[src/source/controlPkg.sv]
// Shared field types, select codes, FSM states and control structs for the control unit RTL
package controlPkg;

    // Instruction fields
    typedef logic [5:0] opcode_t;
    typedef logic [5:0] funct_t;

    localparam opcode_t OP_RTYPE = 6'b000_000;
    localparam opcode_t OP_ADDI  = 6'b001_000;
    localparam opcode_t OP_ADDIU = 6'b001_001;
    localparam opcode_t OP_BEQ   = 6'b000_100;
    localparam opcode_t OP_BNE   = 6'b000_101;

    localparam funct_t FUNCT_ADD  = 6'b100_000;
    localparam funct_t FUNCT_SUB  = 6'b100_010;
    localparam funct_t FUNCT_AND  = 6'b100_100;
    localparam funct_t FUNCT_SLL  = 6'b000_000;
    localparam funct_t FUNCT_SLLV = 6'b000_100;
    localparam funct_t FUNCT_SRA  = 6'b000_011;
    localparam funct_t FUNCT_SRAV = 6'b000_111;
    localparam funct_t FUNCT_SRL  = 6'b000_010;

    // ALU operation
    typedef logic [2:0] aluOp_t;

    localparam aluOp_t ALU_ADD = 3'd1;
    localparam aluOp_t ALU_SUB = 3'd2;
    localparam aluOp_t ALU_AND = 3'd3;

    // Shifter command
    typedef logic [2:0] shiftCtrl_t;

    localparam shiftCtrl_t SH_NONE        = 3'd0;
    localparam shiftCtrl_t SH_LOAD        = 3'd1;
    localparam shiftCtrl_t SH_LEFT        = 3'd2;
    localparam shiftCtrl_t SH_RIGHT_LOGIC = 3'd3;
    localparam shiftCtrl_t SH_RIGHT_ARITH = 3'd4;

    // Two-bit datapath mux selects
    typedef logic [1:0] sel2_t;

    localparam sel2_t SRCA_PC  = 2'd0;
    localparam sel2_t SRCA_REG = 2'd2;

    localparam sel2_t SRCB_REG    = 2'd0;
    localparam sel2_t SRCB_FOUR   = 2'd1;
    localparam sel2_t SRCB_IMM    = 2'd2;
    localparam sel2_t SRCB_BRANCH = 2'd3;

    localparam sel2_t WR_RT = 2'd0;
    localparam sel2_t WR_RD = 2'd1;
    localparam sel2_t WR_SP = 2'd3;

    localparam sel2_t PC_ALU    = 2'd0;
    localparam sel2_t PC_ALUOUT = 2'd1;

    localparam sel2_t SHIN_A = 2'd0;
    localparam sel2_t SHIN_B = 2'd2;

    localparam sel2_t SHAMT_REG = 2'd0;
    localparam sel2_t SHAMT_IMM = 2'd1;

    localparam sel2_t EXC_OPCODE   = 2'd0;
    localparam sel2_t EXC_OVERFLOW = 2'd1;

    // Register file write data
    typedef logic [2:0] wdSel_t;

    localparam wdSel_t WD_ALUOUT  = 3'd0;
    localparam wdSel_t WD_SHIFT   = 3'd5;
    localparam wdSel_t WD_SP_INIT = 3'd6;

    typedef enum logic [2:0] {
        CLS_ALU_REG,
        CLS_ALU_IMM,
        CLS_SHIFT,
        CLS_BRANCH,
        CLS_ILLEGAL
    } instrClass_t;

    typedef enum logic [3:0] {
        stReset,
        stFetch,
        stDecode,
        stAluCompute,
        stAluWriteback,
        stShiftExec,
        stBranchExec,
        stOverflowTrap,
        stOpcodeTrap
    } ctrlState_t;

    typedef struct packed {
        instrClass_t cls;
        aluOp_t      aluOp;
        logic        trapsOverflow;
        shiftCtrl_t  shiftDir;
        // Shift B by shamt instead of A by register amount
        logic        shiftByImm;
        logic        isBne;
    } decodedInstr_t;

    typedef struct packed {
        sel2_t  exCause;
        sel2_t  wrReg;
        sel2_t  aluSrcA;
        sel2_t  aluSrcB;
        sel2_t  pcSource;
        wdSel_t wdReg;
        sel2_t  shiftIn;
        sel2_t  shiftS;
    } muxSel_t;

    typedef struct packed {
        logic       pcWrite;
        logic       eqCond;
        logic       neCond;
        logic       loadAB;
        logic       aluOutLoad;
        logic       epcWrite;
        logic       memRead;
        logic       irWrite;
        logic       regWrite;
        aluOp_t     aluOp;
        shiftCtrl_t shiftCtrl;
    } regCtrl_t;

endpackage

[src/source/instrDecoder.sv]
// Combinational opcode and funct classifier feeding the control sequencer
module instrDecoder (
    input  controlPkg::opcode_t       opcode,
    input  controlPkg::funct_t        funct,
    output controlPkg::decodedInstr_t instr
);

    always_comb begin
        instr = '0;
        instr.cls = controlPkg::CLS_ILLEGAL;
        case (opcode)
            controlPkg::OP_RTYPE: begin
                case (funct)
                    controlPkg::FUNCT_ADD: begin
                        instr.cls = controlPkg::CLS_ALU_REG;
                        instr.aluOp = controlPkg::ALU_ADD;
                        instr.trapsOverflow = 1'b1;
                    end
                    controlPkg::FUNCT_SUB: begin
                        instr.cls = controlPkg::CLS_ALU_REG;
                        instr.aluOp = controlPkg::ALU_SUB;
                        instr.trapsOverflow = 1'b1;
                    end
                    controlPkg::FUNCT_AND: begin
                        instr.cls = controlPkg::CLS_ALU_REG;
                        instr.aluOp = controlPkg::ALU_AND;
                    end
                    controlPkg::FUNCT_SLL: begin
                        instr.cls = controlPkg::CLS_SHIFT;
                        instr.shiftDir = controlPkg::SH_LEFT;
                        instr.shiftByImm = 1'b1;
                    end
                    controlPkg::FUNCT_SLLV: begin
                        instr.cls = controlPkg::CLS_SHIFT;
                        instr.shiftDir = controlPkg::SH_LEFT;
                    end
                    controlPkg::FUNCT_SRA: begin
                        instr.cls = controlPkg::CLS_SHIFT;
                        instr.shiftDir = controlPkg::SH_RIGHT_ARITH;
                        instr.shiftByImm = 1'b1;
                    end
                    controlPkg::FUNCT_SRAV: begin
                        instr.cls = controlPkg::CLS_SHIFT;
                        instr.shiftDir = controlPkg::SH_RIGHT_ARITH;
                    end
                    controlPkg::FUNCT_SRL: begin
                        instr.cls = controlPkg::CLS_SHIFT;
                        instr.shiftDir = controlPkg::SH_RIGHT_LOGIC;
                        instr.shiftByImm = 1'b1;
                    end
                    default: ;
                endcase
            end
            controlPkg::OP_ADDI: begin
                instr.cls = controlPkg::CLS_ALU_IMM;
                instr.aluOp = controlPkg::ALU_ADD;
                instr.trapsOverflow = 1'b1;
            end
            // Unsigned add never traps
            controlPkg::OP_ADDIU: begin
                instr.cls = controlPkg::CLS_ALU_IMM;
                instr.aluOp = controlPkg::ALU_ADD;
            end
            controlPkg::OP_BEQ: begin
                instr.cls = controlPkg::CLS_BRANCH;
            end
            controlPkg::OP_BNE: begin
                instr.cls = controlPkg::CLS_BRANCH;
                instr.isBne = 1'b1;
            end
            default: ;
        endcase
    end

endmodule

[src/source/controlSequencer.sv]
// Multicycle FSM with step counter; latches the decoded instruction at the end of decode
module controlSequencer #(
    parameter int MemLatency = 3,
    parameter int StepW = 2
) (
    input  logic                      clk,
    input  logic                      rstN,
    input  controlPkg::decodedInstr_t decoded,
    input  logic                      overflow,
    output controlPkg::ctrlState_t    state,
    output logic [StepW-1:0]          step,
    output controlPkg::decodedInstr_t instr
);

    localparam logic [StepW-1:0] LastFetch = StepW'(MemLatency);
    localparam logic [StepW-1:0] StepOne = StepW'(1);
    localparam logic [StepW-1:0] StepTwo = StepW'(2);

    controlPkg::ctrlState_t nextState;
    logic                   lastStep;

    // Length of each state and where it goes once its last step is reached
    always_comb begin
        lastStep = 1'b1;
        nextState = controlPkg::stFetch;
        case (state)
            // Step 0 is the held-in-reset phase, step 1 the stack pointer write
            controlPkg::stReset: begin
                lastStep = (step == StepOne);
            end
            controlPkg::stFetch: begin
                lastStep = (step == LastFetch);
                nextState = controlPkg::stDecode;
            end
            controlPkg::stDecode: begin
                lastStep = (step == StepOne);
                case (decoded.cls)
                    controlPkg::CLS_ALU_REG,
                    controlPkg::CLS_ALU_IMM: begin
                        nextState = controlPkg::stAluCompute;
                    end
                    controlPkg::CLS_SHIFT: begin
                        nextState = controlPkg::stShiftExec;
                    end
                    controlPkg::CLS_BRANCH: begin
                        nextState = controlPkg::stBranchExec;
                    end
                    default: begin
                        nextState = controlPkg::stOpcodeTrap;
                    end
                endcase
            end
            // Overflow is valid at the closing edge of the compute cycle
            controlPkg::stAluCompute: begin
                if (instr.trapsOverflow && overflow) begin
                    nextState = controlPkg::stOverflowTrap;
                end else begin
                    nextState = controlPkg::stAluWriteback;
                end
            end
            controlPkg::stShiftExec: begin
                lastStep = (step == StepTwo);
            end
            controlPkg::stBranchExec: begin
                lastStep = (step == StepOne);
            end
            default: ;
        endcase
    end

    always_ff @(posedge clk) begin
        if (!rstN) begin
            state <= controlPkg::stReset;
            step <= '0;
        end else if (lastStep) begin
            state <= nextState;
            step <= '0;
        end else begin
            step <= step + StepOne;
        end
    end

    // Instruction held for the whole execute sequence
    always_ff @(posedge clk) begin
        if (state == controlPkg::stDecode && lastStep) begin
            instr <= decoded;
        end
    end

endmodule

[src/source/controlSignalGen.sv]
// Moore decode of state, step and latched instruction into datapath control structs
module controlSignalGen #(
    parameter int MemLatency = 3,
    parameter int StepW = 2
) (
    input  controlPkg::ctrlState_t    state,
    input  logic [StepW-1:0]          step,
    input  controlPkg::decodedInstr_t instr,
    output controlPkg::muxSel_t       muxSel,
    output controlPkg::regCtrl_t      regCtrl
);

    localparam logic [StepW-1:0] LastFetch = StepW'(MemLatency);
    localparam logic [StepW-1:0] StepOne = StepW'(1);

    logic isImm;

    assign isImm = (instr.cls == controlPkg::CLS_ALU_IMM);

    always_comb begin
        muxSel = '0;
        regCtrl = '0;
        case (state)
            controlPkg::stReset: begin
                // Stack pointer init once reset has been released
                if (step == StepOne) begin
                    regCtrl.regWrite = 1'b1;
                    muxSel.wrReg = controlPkg::WR_SP;
                    muxSel.wdReg = controlPkg::WD_SP_INIT;
                end
            end
            controlPkg::stFetch: begin
                if (step != LastFetch) begin
                    // Memory read while the ALU forms PC + 4
                    regCtrl.memRead = 1'b1;
                    muxSel.aluSrcA = controlPkg::SRCA_PC;
                    muxSel.aluSrcB = controlPkg::SRCB_FOUR;
                    regCtrl.aluOp = controlPkg::ALU_ADD;
                end else begin
                    regCtrl.pcWrite = 1'b1;
                    regCtrl.irWrite = 1'b1;
                    muxSel.pcSource = controlPkg::PC_ALU;
                end
            end
            controlPkg::stDecode: begin
                if (step == '0) begin
                    // Branch target computed early
                    regCtrl.aluOutLoad = 1'b1;
                    muxSel.aluSrcA = controlPkg::SRCA_PC;
                    muxSel.aluSrcB = controlPkg::SRCB_BRANCH;
                    regCtrl.aluOp = controlPkg::ALU_ADD;
                end else begin
                    regCtrl.loadAB = 1'b1;
                end
            end
            controlPkg::stAluCompute: begin
                regCtrl.aluOutLoad = 1'b1;
                muxSel.aluSrcA = controlPkg::SRCA_REG;
                muxSel.aluSrcB = isImm ? controlPkg::SRCB_IMM : controlPkg::SRCB_REG;
                regCtrl.aluOp = instr.aluOp;
            end
            controlPkg::stAluWriteback: begin
                regCtrl.regWrite = 1'b1;
                muxSel.wdReg = controlPkg::WD_ALUOUT;
                muxSel.wrReg = isImm ? controlPkg::WR_RT : controlPkg::WR_RD;
            end
            controlPkg::stShiftExec: begin
                if (step == '0) begin
                    regCtrl.shiftCtrl = controlPkg::SH_LOAD;
                    if (instr.shiftByImm) begin
                        muxSel.shiftIn = controlPkg::SHIN_B;
                        muxSel.shiftS = controlPkg::SHAMT_IMM;
                    end else begin
                        muxSel.shiftIn = controlPkg::SHIN_A;
                        muxSel.shiftS = controlPkg::SHAMT_REG;
                    end
                end else if (step == StepOne) begin
                    regCtrl.shiftCtrl = instr.shiftDir;
                end else begin
                    regCtrl.regWrite = 1'b1;
                    muxSel.wrReg = controlPkg::WR_RD;
                    muxSel.wdReg = controlPkg::WD_SHIFT;
                end
            end
            controlPkg::stBranchExec: begin
                // Second cycle idles while the PC update settles
                if (step == '0) begin
                    regCtrl.eqCond = !instr.isBne;
                    regCtrl.neCond = instr.isBne;
                    muxSel.pcSource = controlPkg::PC_ALUOUT;
                    muxSel.aluSrcA = controlPkg::SRCA_REG;
                    muxSel.aluSrcB = controlPkg::SRCB_REG;
                    regCtrl.aluOp = controlPkg::ALU_SUB;
                end
            end
            controlPkg::stOverflowTrap: begin
                regCtrl.epcWrite = 1'b1;
                muxSel.exCause = controlPkg::EXC_OVERFLOW;
            end
            controlPkg::stOpcodeTrap: begin
                regCtrl.epcWrite = 1'b1;
                muxSel.exCause = controlPkg::EXC_OPCODE;
            end
            default: ;
        endcase
    end

endmodule

[src/source/controlUnit.sv]
// Top of the multicycle control unit; connects decoder, sequencer and signal generator
module controlUnit #(
    parameter int MemLatency = 3
) (
    input  logic                 clk,
    input  logic                 rstN,
    input  controlPkg::opcode_t  opcode,
    input  controlPkg::funct_t   funct,
    input  logic                 overflow,
    output controlPkg::muxSel_t  muxSel,
    output controlPkg::regCtrl_t regCtrl
);

    // Counter must reach the last fetch step and the third shift step
    localparam int MaxStep = (MemLatency > 2) ? MemLatency : 2;
    localparam int StepW = $clog2(MaxStep + 1);

    controlPkg::decodedInstr_t decoded;
    controlPkg::decodedInstr_t instr;
    controlPkg::ctrlState_t    state;
    logic [StepW-1:0]          step;

    instrDecoder u_decoder (
        .opcode (opcode),
        .funct  (funct),
        .instr  (decoded)
    );

    controlSequencer #(
        .MemLatency (MemLatency),
        .StepW      (StepW)
    ) u_sequencer (
        .clk      (clk),
        .rstN     (rstN),
        .decoded  (decoded),
        .overflow (overflow),
        .state    (state),
        .step     (step),
        .instr    (instr)
    );

    controlSignalGen #(
        .MemLatency (MemLatency),
        .StepW      (StepW)
    ) u_signalGen (
        .state   (state),
        .step    (step),
        .instr   (instr),
        .muxSel  (muxSel),
        .regCtrl (regCtrl)
    );

endmodule

[config.mk]
export PLATFORM = sky130hd
export DESIGN_NAME = controlUnit
export DESIGN_NICKNAME = d
export VERILOG_FILES = /design/src/source/controlPkg.sv /design/src/source/instrDecoder.sv /design/src/source/controlSequencer.sv /design/src/source/controlSignalGen.sv /design/src/source/controlUnit.sv
export SDC_FILE = /design/constraint.sdc
export NUM_CORES = 1
export LEC_CHECK = 0
export BUFFER_PORTS_ARGS = -buffer_cell sky130_fd_sc_hd__buf_2
export CORE_MARGIN = 4
export CORE_UTILIZATION = 45
export DETAILED_ROUTE_END_ITERATION = 7
export GPL_ROUTABILITY_DRIVEN = 0
export PLACE_DENSITY = 0.73
export SLEW_MARGIN = 20
export SYNTH_ARGS = -nofsm -noshare
export SYNTH_HDL_FRONTEND = slang
export SYNTH_SLANG_ARGS = --single-unit
[constraint.sdc]
create_clock -name clk -period 3.3 [get_ports clk]
set_input_delay 0.99 -clock clk [delete_from_list [all_inputs] [get_ports clk]]
set_output_delay 0.99 -clock clk [all_outputs]
set_load 0.05 [all_outputs]
# ---- After elaboration in Yosys (flattened, before gate mapping)
# Cells that the tools add are included.
dict set report word_totals {
  regBits 18
  latchBits 0
  ram_bits 0
  romBits 0
  input_bits 15
  out_inout_bits 32
  wordCells 111
  mem_count 0
}
dict set report classes {
  addsub 1
  mul 0
  div 0
  magnitude_cmp 0
  n_eq_ne 27
  shift 0
  mux 54
  bitwise 1
  n_reduce_logical 20
}
# op count
set ops {}
lappend ops {{$eq 6x3->1 const B} 4}
lappend ops {{$pmux 4 s3} 2}
lappend ops {{$mux 2} 10}
lappend ops {{$mux 1} 19}
lappend ops {{$eq 6x6->1 const B} 3}
lappend ops {{$mux 3} 6}
lappend ops {{$pmux 3 s3} 2}
lappend ops {{$eq 4x3->1 const B} 4}
lappend ops {{$pmux 4 s4} 1}
lappend ops {{$reduce_or 2->1} 8}
lappend ops {{$eq 6x2->1 const B} 2}
lappend ops {{$eq 6x4->1 const B} 2}
lappend ops {{$logic_not 6->1} 2}
lappend ops {{$mux 4} 3}
lappend ops {{$pmux 2 s3} 2}
lappend ops {{$pmux 3 s2} 2}
lappend ops {{$pmux 3 s4} 1}
lappend ops {{$reduce_or 3->1} 3}
lappend ops {{$eq 4x2->1 const B} 2}
lappend ops {{$eq 3x1->1 const B} 2}
lappend ops {{$eq 3x2->1 const B} 2}
lappend ops {{$mux 6} 1}
lappend ops {{$pmux 1 s3} 2}
lappend ops {{$reduce_or 5->1} 1}
lappend ops {{14 further kinds} 17}

# ---- Logic depth before layout (Yosys ltp)
dict set report depth {
  depth_word 8
  mapped_depth 7
  mapped_depth_nobuf 6
}

# ---- By module
# From an unflattened synthesis, not the netlist that was laid out.
dict set report unflattened {
  hier_cells 157
  hier_area_um2 1400.1
}
# mod n_inst cells_per_inst area_each_um2 seq_area_each_um2
set by_module_without_submodules {}
lappend by_module_without_submodules {controlSequencer 1 54 728.2 480.5}
lappend by_module_without_submodules {controlSignalGen 1 63 377.9 0.0}
lappend by_module_without_submodules {instrDecoder 1 40 294.0 0.0}

# ---- Worst setup path after synthesis
# No wires, ideal clock.
dict set report synth_timing {
  path_kind {reg2out}
  start {register u_sequencer.state[2]}
  end {output port muxSel[10] in the netlist's numbering}
  arrival_time_ns 2.603
  slack_ns -0.293
  stages_incl_launch_ff 6
  cell_sequence {dfxtp_1 buf_4 nor2_1 clkbuf_1 nand3_1 o41ai_1}
}
# element line_no
set synth_lines {}
lappend synth_lines {{from (decl)} controlSequencer.sv:10} ;# output controlPkg::ctrlState_t state,
lappend synth_lines {{from (signal assigned)} controlSequencer.sv:73} ;# state <= controlPkg::stReset;
lappend synth_lines {{from (signal assigned)} controlSequencer.sv:76} ;# state <= nextState;
lappend synth_lines {{to (decl)} controlUnit.sv:10} ;# output controlPkg::muxSel_t muxSel,

==> flow_summary.toml <==
[run_status]
status = "finished clean"

[cts]
cts_buffers = 3
clock_tree.root_cell = "sky130_fd_sc_hd__clkbuf_4"
path_clk_slew_ps = 100
tritoncts_clock_tree = "yes"
cts_max_path_buffers = 2
numClockSinks = 17
cts_repair_resize_count = 0
post_cts_hold_fix_bufs = 0
cts_htree_levels = 1
post-cts-setup-buffer-count = 0
clkLatencyLatePin_ps = 300

[timing]
post-route-period-util_pct = 93.3
totalNegativeSetupSlack_ps = 0
final-max-slew-violation-count = 0
final_hold_viol_count = 0
worst_slew_pin_slew_ps = 528
max_freq_mhz = 325
final.min_clock_period_ps = 3080
setup_viol = 0
worst_slack_setup_final_ps = 221
clock-skew-final_ps = 8.25
grt_setup_unrepaired = "false"
max_slew_margin_pct = 64.8

[yosys]
share_of_flip_flops_with_an_asynchronous_set_or_reset_after_synthesis_pct = 0
synth-edff-count = 11
synth_area_um2 = 1220
netlist_instances = 146
synth_flop_cell = "sky130_fd_sc_hd__edfxtp_1"
synth-seq-cells = 17
ys_warn_count = 0
synth.distinct_cells = 43
synth-seq-area-share_pct = 37.0
postSynthAreaPerCell_um2 = 8.34

[critical_path]
worst_ep_required_time_ps = 2310
worstReg2RegStart = "u_sequencer.state[1]$_SDFFE_PN0P_"
worstSetupStartpoint = "u_sequencer.step[0]$_SDFF_PP0_"
start_kind = "flip-flop"
crit-reg2reg-capture = "u_sequencer.instr[3]$_SDFFCE_PN0P_"
cp-end-kind = "output pin"
crit_chain = "inv_1 -> ha_1 -> nor3_1 -> a21oi_1 -> or3_1 -> o21ai_0 -> buf_2"
timing.critical_path.depth = 7
worst_r2r_path_depth = 2
worst-path-max-fanout = 9
reg2reg_slack_ps = 1460
setup.worst_path.end = "muxSel[13]"
crit_type = "flip-flop to output pin"
cp_slowest_cell = "sky130_fd_sc_hd__dfxtp_1"
timing.critical_path.arrival_ps = 2090
slowest_delay_ps = 430
critical_path.top_delay_family = "simple AND/OR/NAND/NOR gates"
worstPathBufferInverterCount = 2

[die]
core_area_um2 = 2520
die_area_um2 = 3600
chipWidth_um = 60.0
die_height_um = 60.0
initial_core_util_pct = 48.3
io_pins = 47
std_cell_rows = 18

[placed_design]
detailedPlacementHpwl_um = 2290
dpl_cell_area_um2 = 1390
place_ws_ps = 563
place.port_buffers = 40

[route]
detailed_route_drc_error_count = 0
antenna_violating_nets_post_route = 0
drt_first_pass_iters = 5
via_count = 1180
drt-vias-per-instance = 5.57
wl_per_cell_um = 13.5
drt_iter0_drc = 71
drt-total-wl_um = 2850

[cells_and_area]
final_cell_area_um2 = 1420
ff_latch_area_um2 = 450
fill_cells = 258
finalCoreUtilization_pct = 56.3
area_added_between_synthesis_and_finish_pct = 16.6
mostFrequentLayoutCell = "sky130_fd_sc_hd__buf_2"
multiInputGateArea_um2 = 653
layout-drive-gt1-share_pct = 29.1
num-nets-final = 201
antenna-diode-count = 0
mostFrequentLayoutCells = "sky130_fd_sc_hd__buf_2 (40), sky130_fd_sc_hd__nand2_1 (16), sky130_fd_sc_hd__nor2_1 (15), sky130_fd_sc_hd__inv_1 (11), sky130_fd_sc_hd__edfxtp_1 (11)"

[global_route]
global_route_wire_length_before_repair_um = 4490
maximum_number_of_pins_on_one_net_before_global_route_repair = 15
globalRouteTotalUtil_pct = 16.4
via_count_of_the_first_global_routing_pass = 1027
antenna_violations_before_repair = 0
grt_overflow = 0

[job]
max-cap-violations = 0

[power]
p_leak_uw = 0.000683
pwr_density_cell_nw_per_um2 = 609
power.ir.vdd_worst_v = 0.000513
total_power_uw = 865

[worst_hold_path]
hp-class = "flip-flop to flip-flop"
[metal layers]
layer | GRT usage, % | vias up | share of wire (%)
met4 | 8.54 | 0 | 1.9
li1 | - | 576 | -
met1 | 20.6 | 531 | 41
met5 | 0 | - | 0
met2 | 27.5 | 68 | 47
met3 | 1.51 | 5 | 10
[stage by stage]
step,instances,hold slack (ps)
after floorplan,151,454
after global placement,208,469
after detailed placement,208,488
after CTS,212,511
after global routing,212,576
final,212,510
[Yosys cell counts (2+ instances only)]
cell / instances / share of area (%)
sky130_fd_sc_hd__o21ai_0: 8 / 3.3
sky130_fd_sc_hd__clkbuf_1: 2 / 0.62
sky130_fd_sc_hd__ha_1: 3 / 3.1
sky130_fd_sc_hd__and2_1: 3 / 1.5
sky130_fd_sc_hd__nand4_1: 3 / 1.5
sky130_fd_sc_hd__nor2b_2: 2 / 1.4
sky130_fd_sc_hd__inv_1: 11 / 3.4
sky130_fd_sc_hd__nand3_1: 4 / 1.6
sky130_fd_sc_hd__and3_1: 7 / 3.6
sky130_fd_sc_hd__nor3_1: 7 / 2.9
sky130_fd_sc_hd__edfxtp_1: 11 / 27
sky130_fd_sc_hd__a21oi_1: 3 / 1.2
sky130_fd_sc_hd__buf_4: 11 / 6.8
sky130_fd_sc_hd__dfxtp_1: 6 / 9.9
sky130_fd_sc_hd__xor2_1: 2 / 1.4
sky130_fd_sc_hd__o211ai_1: 2 / 1.2
sky130_fd_sc_hd__nor2_1: 15 / 4.6
sky130_fd_sc_hd__or3_1: 3 / 1.5
sky130_fd_sc_hd__nand2_1: 16 / 4.9
sky130_fd_sc_hd__a211oi_1: 2 / 1.2
sky130_fd_sc_hd__nand3b_1: 3 / 1.8
[sequential cells by signal (all words and copies together) (netlist names)]
register / flops
u_sequencer.state: 4
u_sequencer.instr: 11
u_sequencer.step: 2
[report_power, final]
part	switching (µW)	internal [µW]
clock network	66.4	47.2
logic	353	121
registers	35.2	243
[worst min-delay path by stage]
stage | from | depth (start not counted) | endpoint
CTS | u_sequencer.step[0]$_SDFF_PP0_ | 1 | u_sequencer.step[0]$_SDFF_PP0_
finish | u_sequencer.step[0]$_SDFF_PP0_ | 1 | u_sequencer.step[0]$_SDFF_PP0_
global placement | u_sequencer.step[0]$_SDFF_PP0_ | 1 | u_sequencer.step[0]$_SDFF_PP0_
global route | u_sequencer.step[0]$_SDFF_PP0_ | 1 | u_sequencer.step[0]$_SDFF_PP0_
detailed placement | u_sequencer.step[0]$_SDFF_PP0_ | 1 | u_sequencer.step[0]$_SDFF_PP0_
floorplan | u_sequencer.step[0]$_SDFF_PP0_ | 1 | u_sequencer.step[0]$_SDFF_PP0_
[layout make-up]
class | instances | area share [%]
multi-input cells | 108 | 46.0
repair buffers | 41 | 14.6
clock buffers | 4 | 1.85
flip-flops and latches | 17 | 31.7
well taps | 30 | 2.64
inverters | 12 | 3.17
[cells by family after synthesis]
family | synth area share [%]
AOI/OAI and AO/OA | 14.9
xor gates and xnor gates | 2.16
adders and majority gates | 3.08
buffers and inverters | 11.5
DFF | 37.0
other | 0.308
and+or+nand+nor | 31.0
No activity file was read; power rests on OpenSTA's default activity.
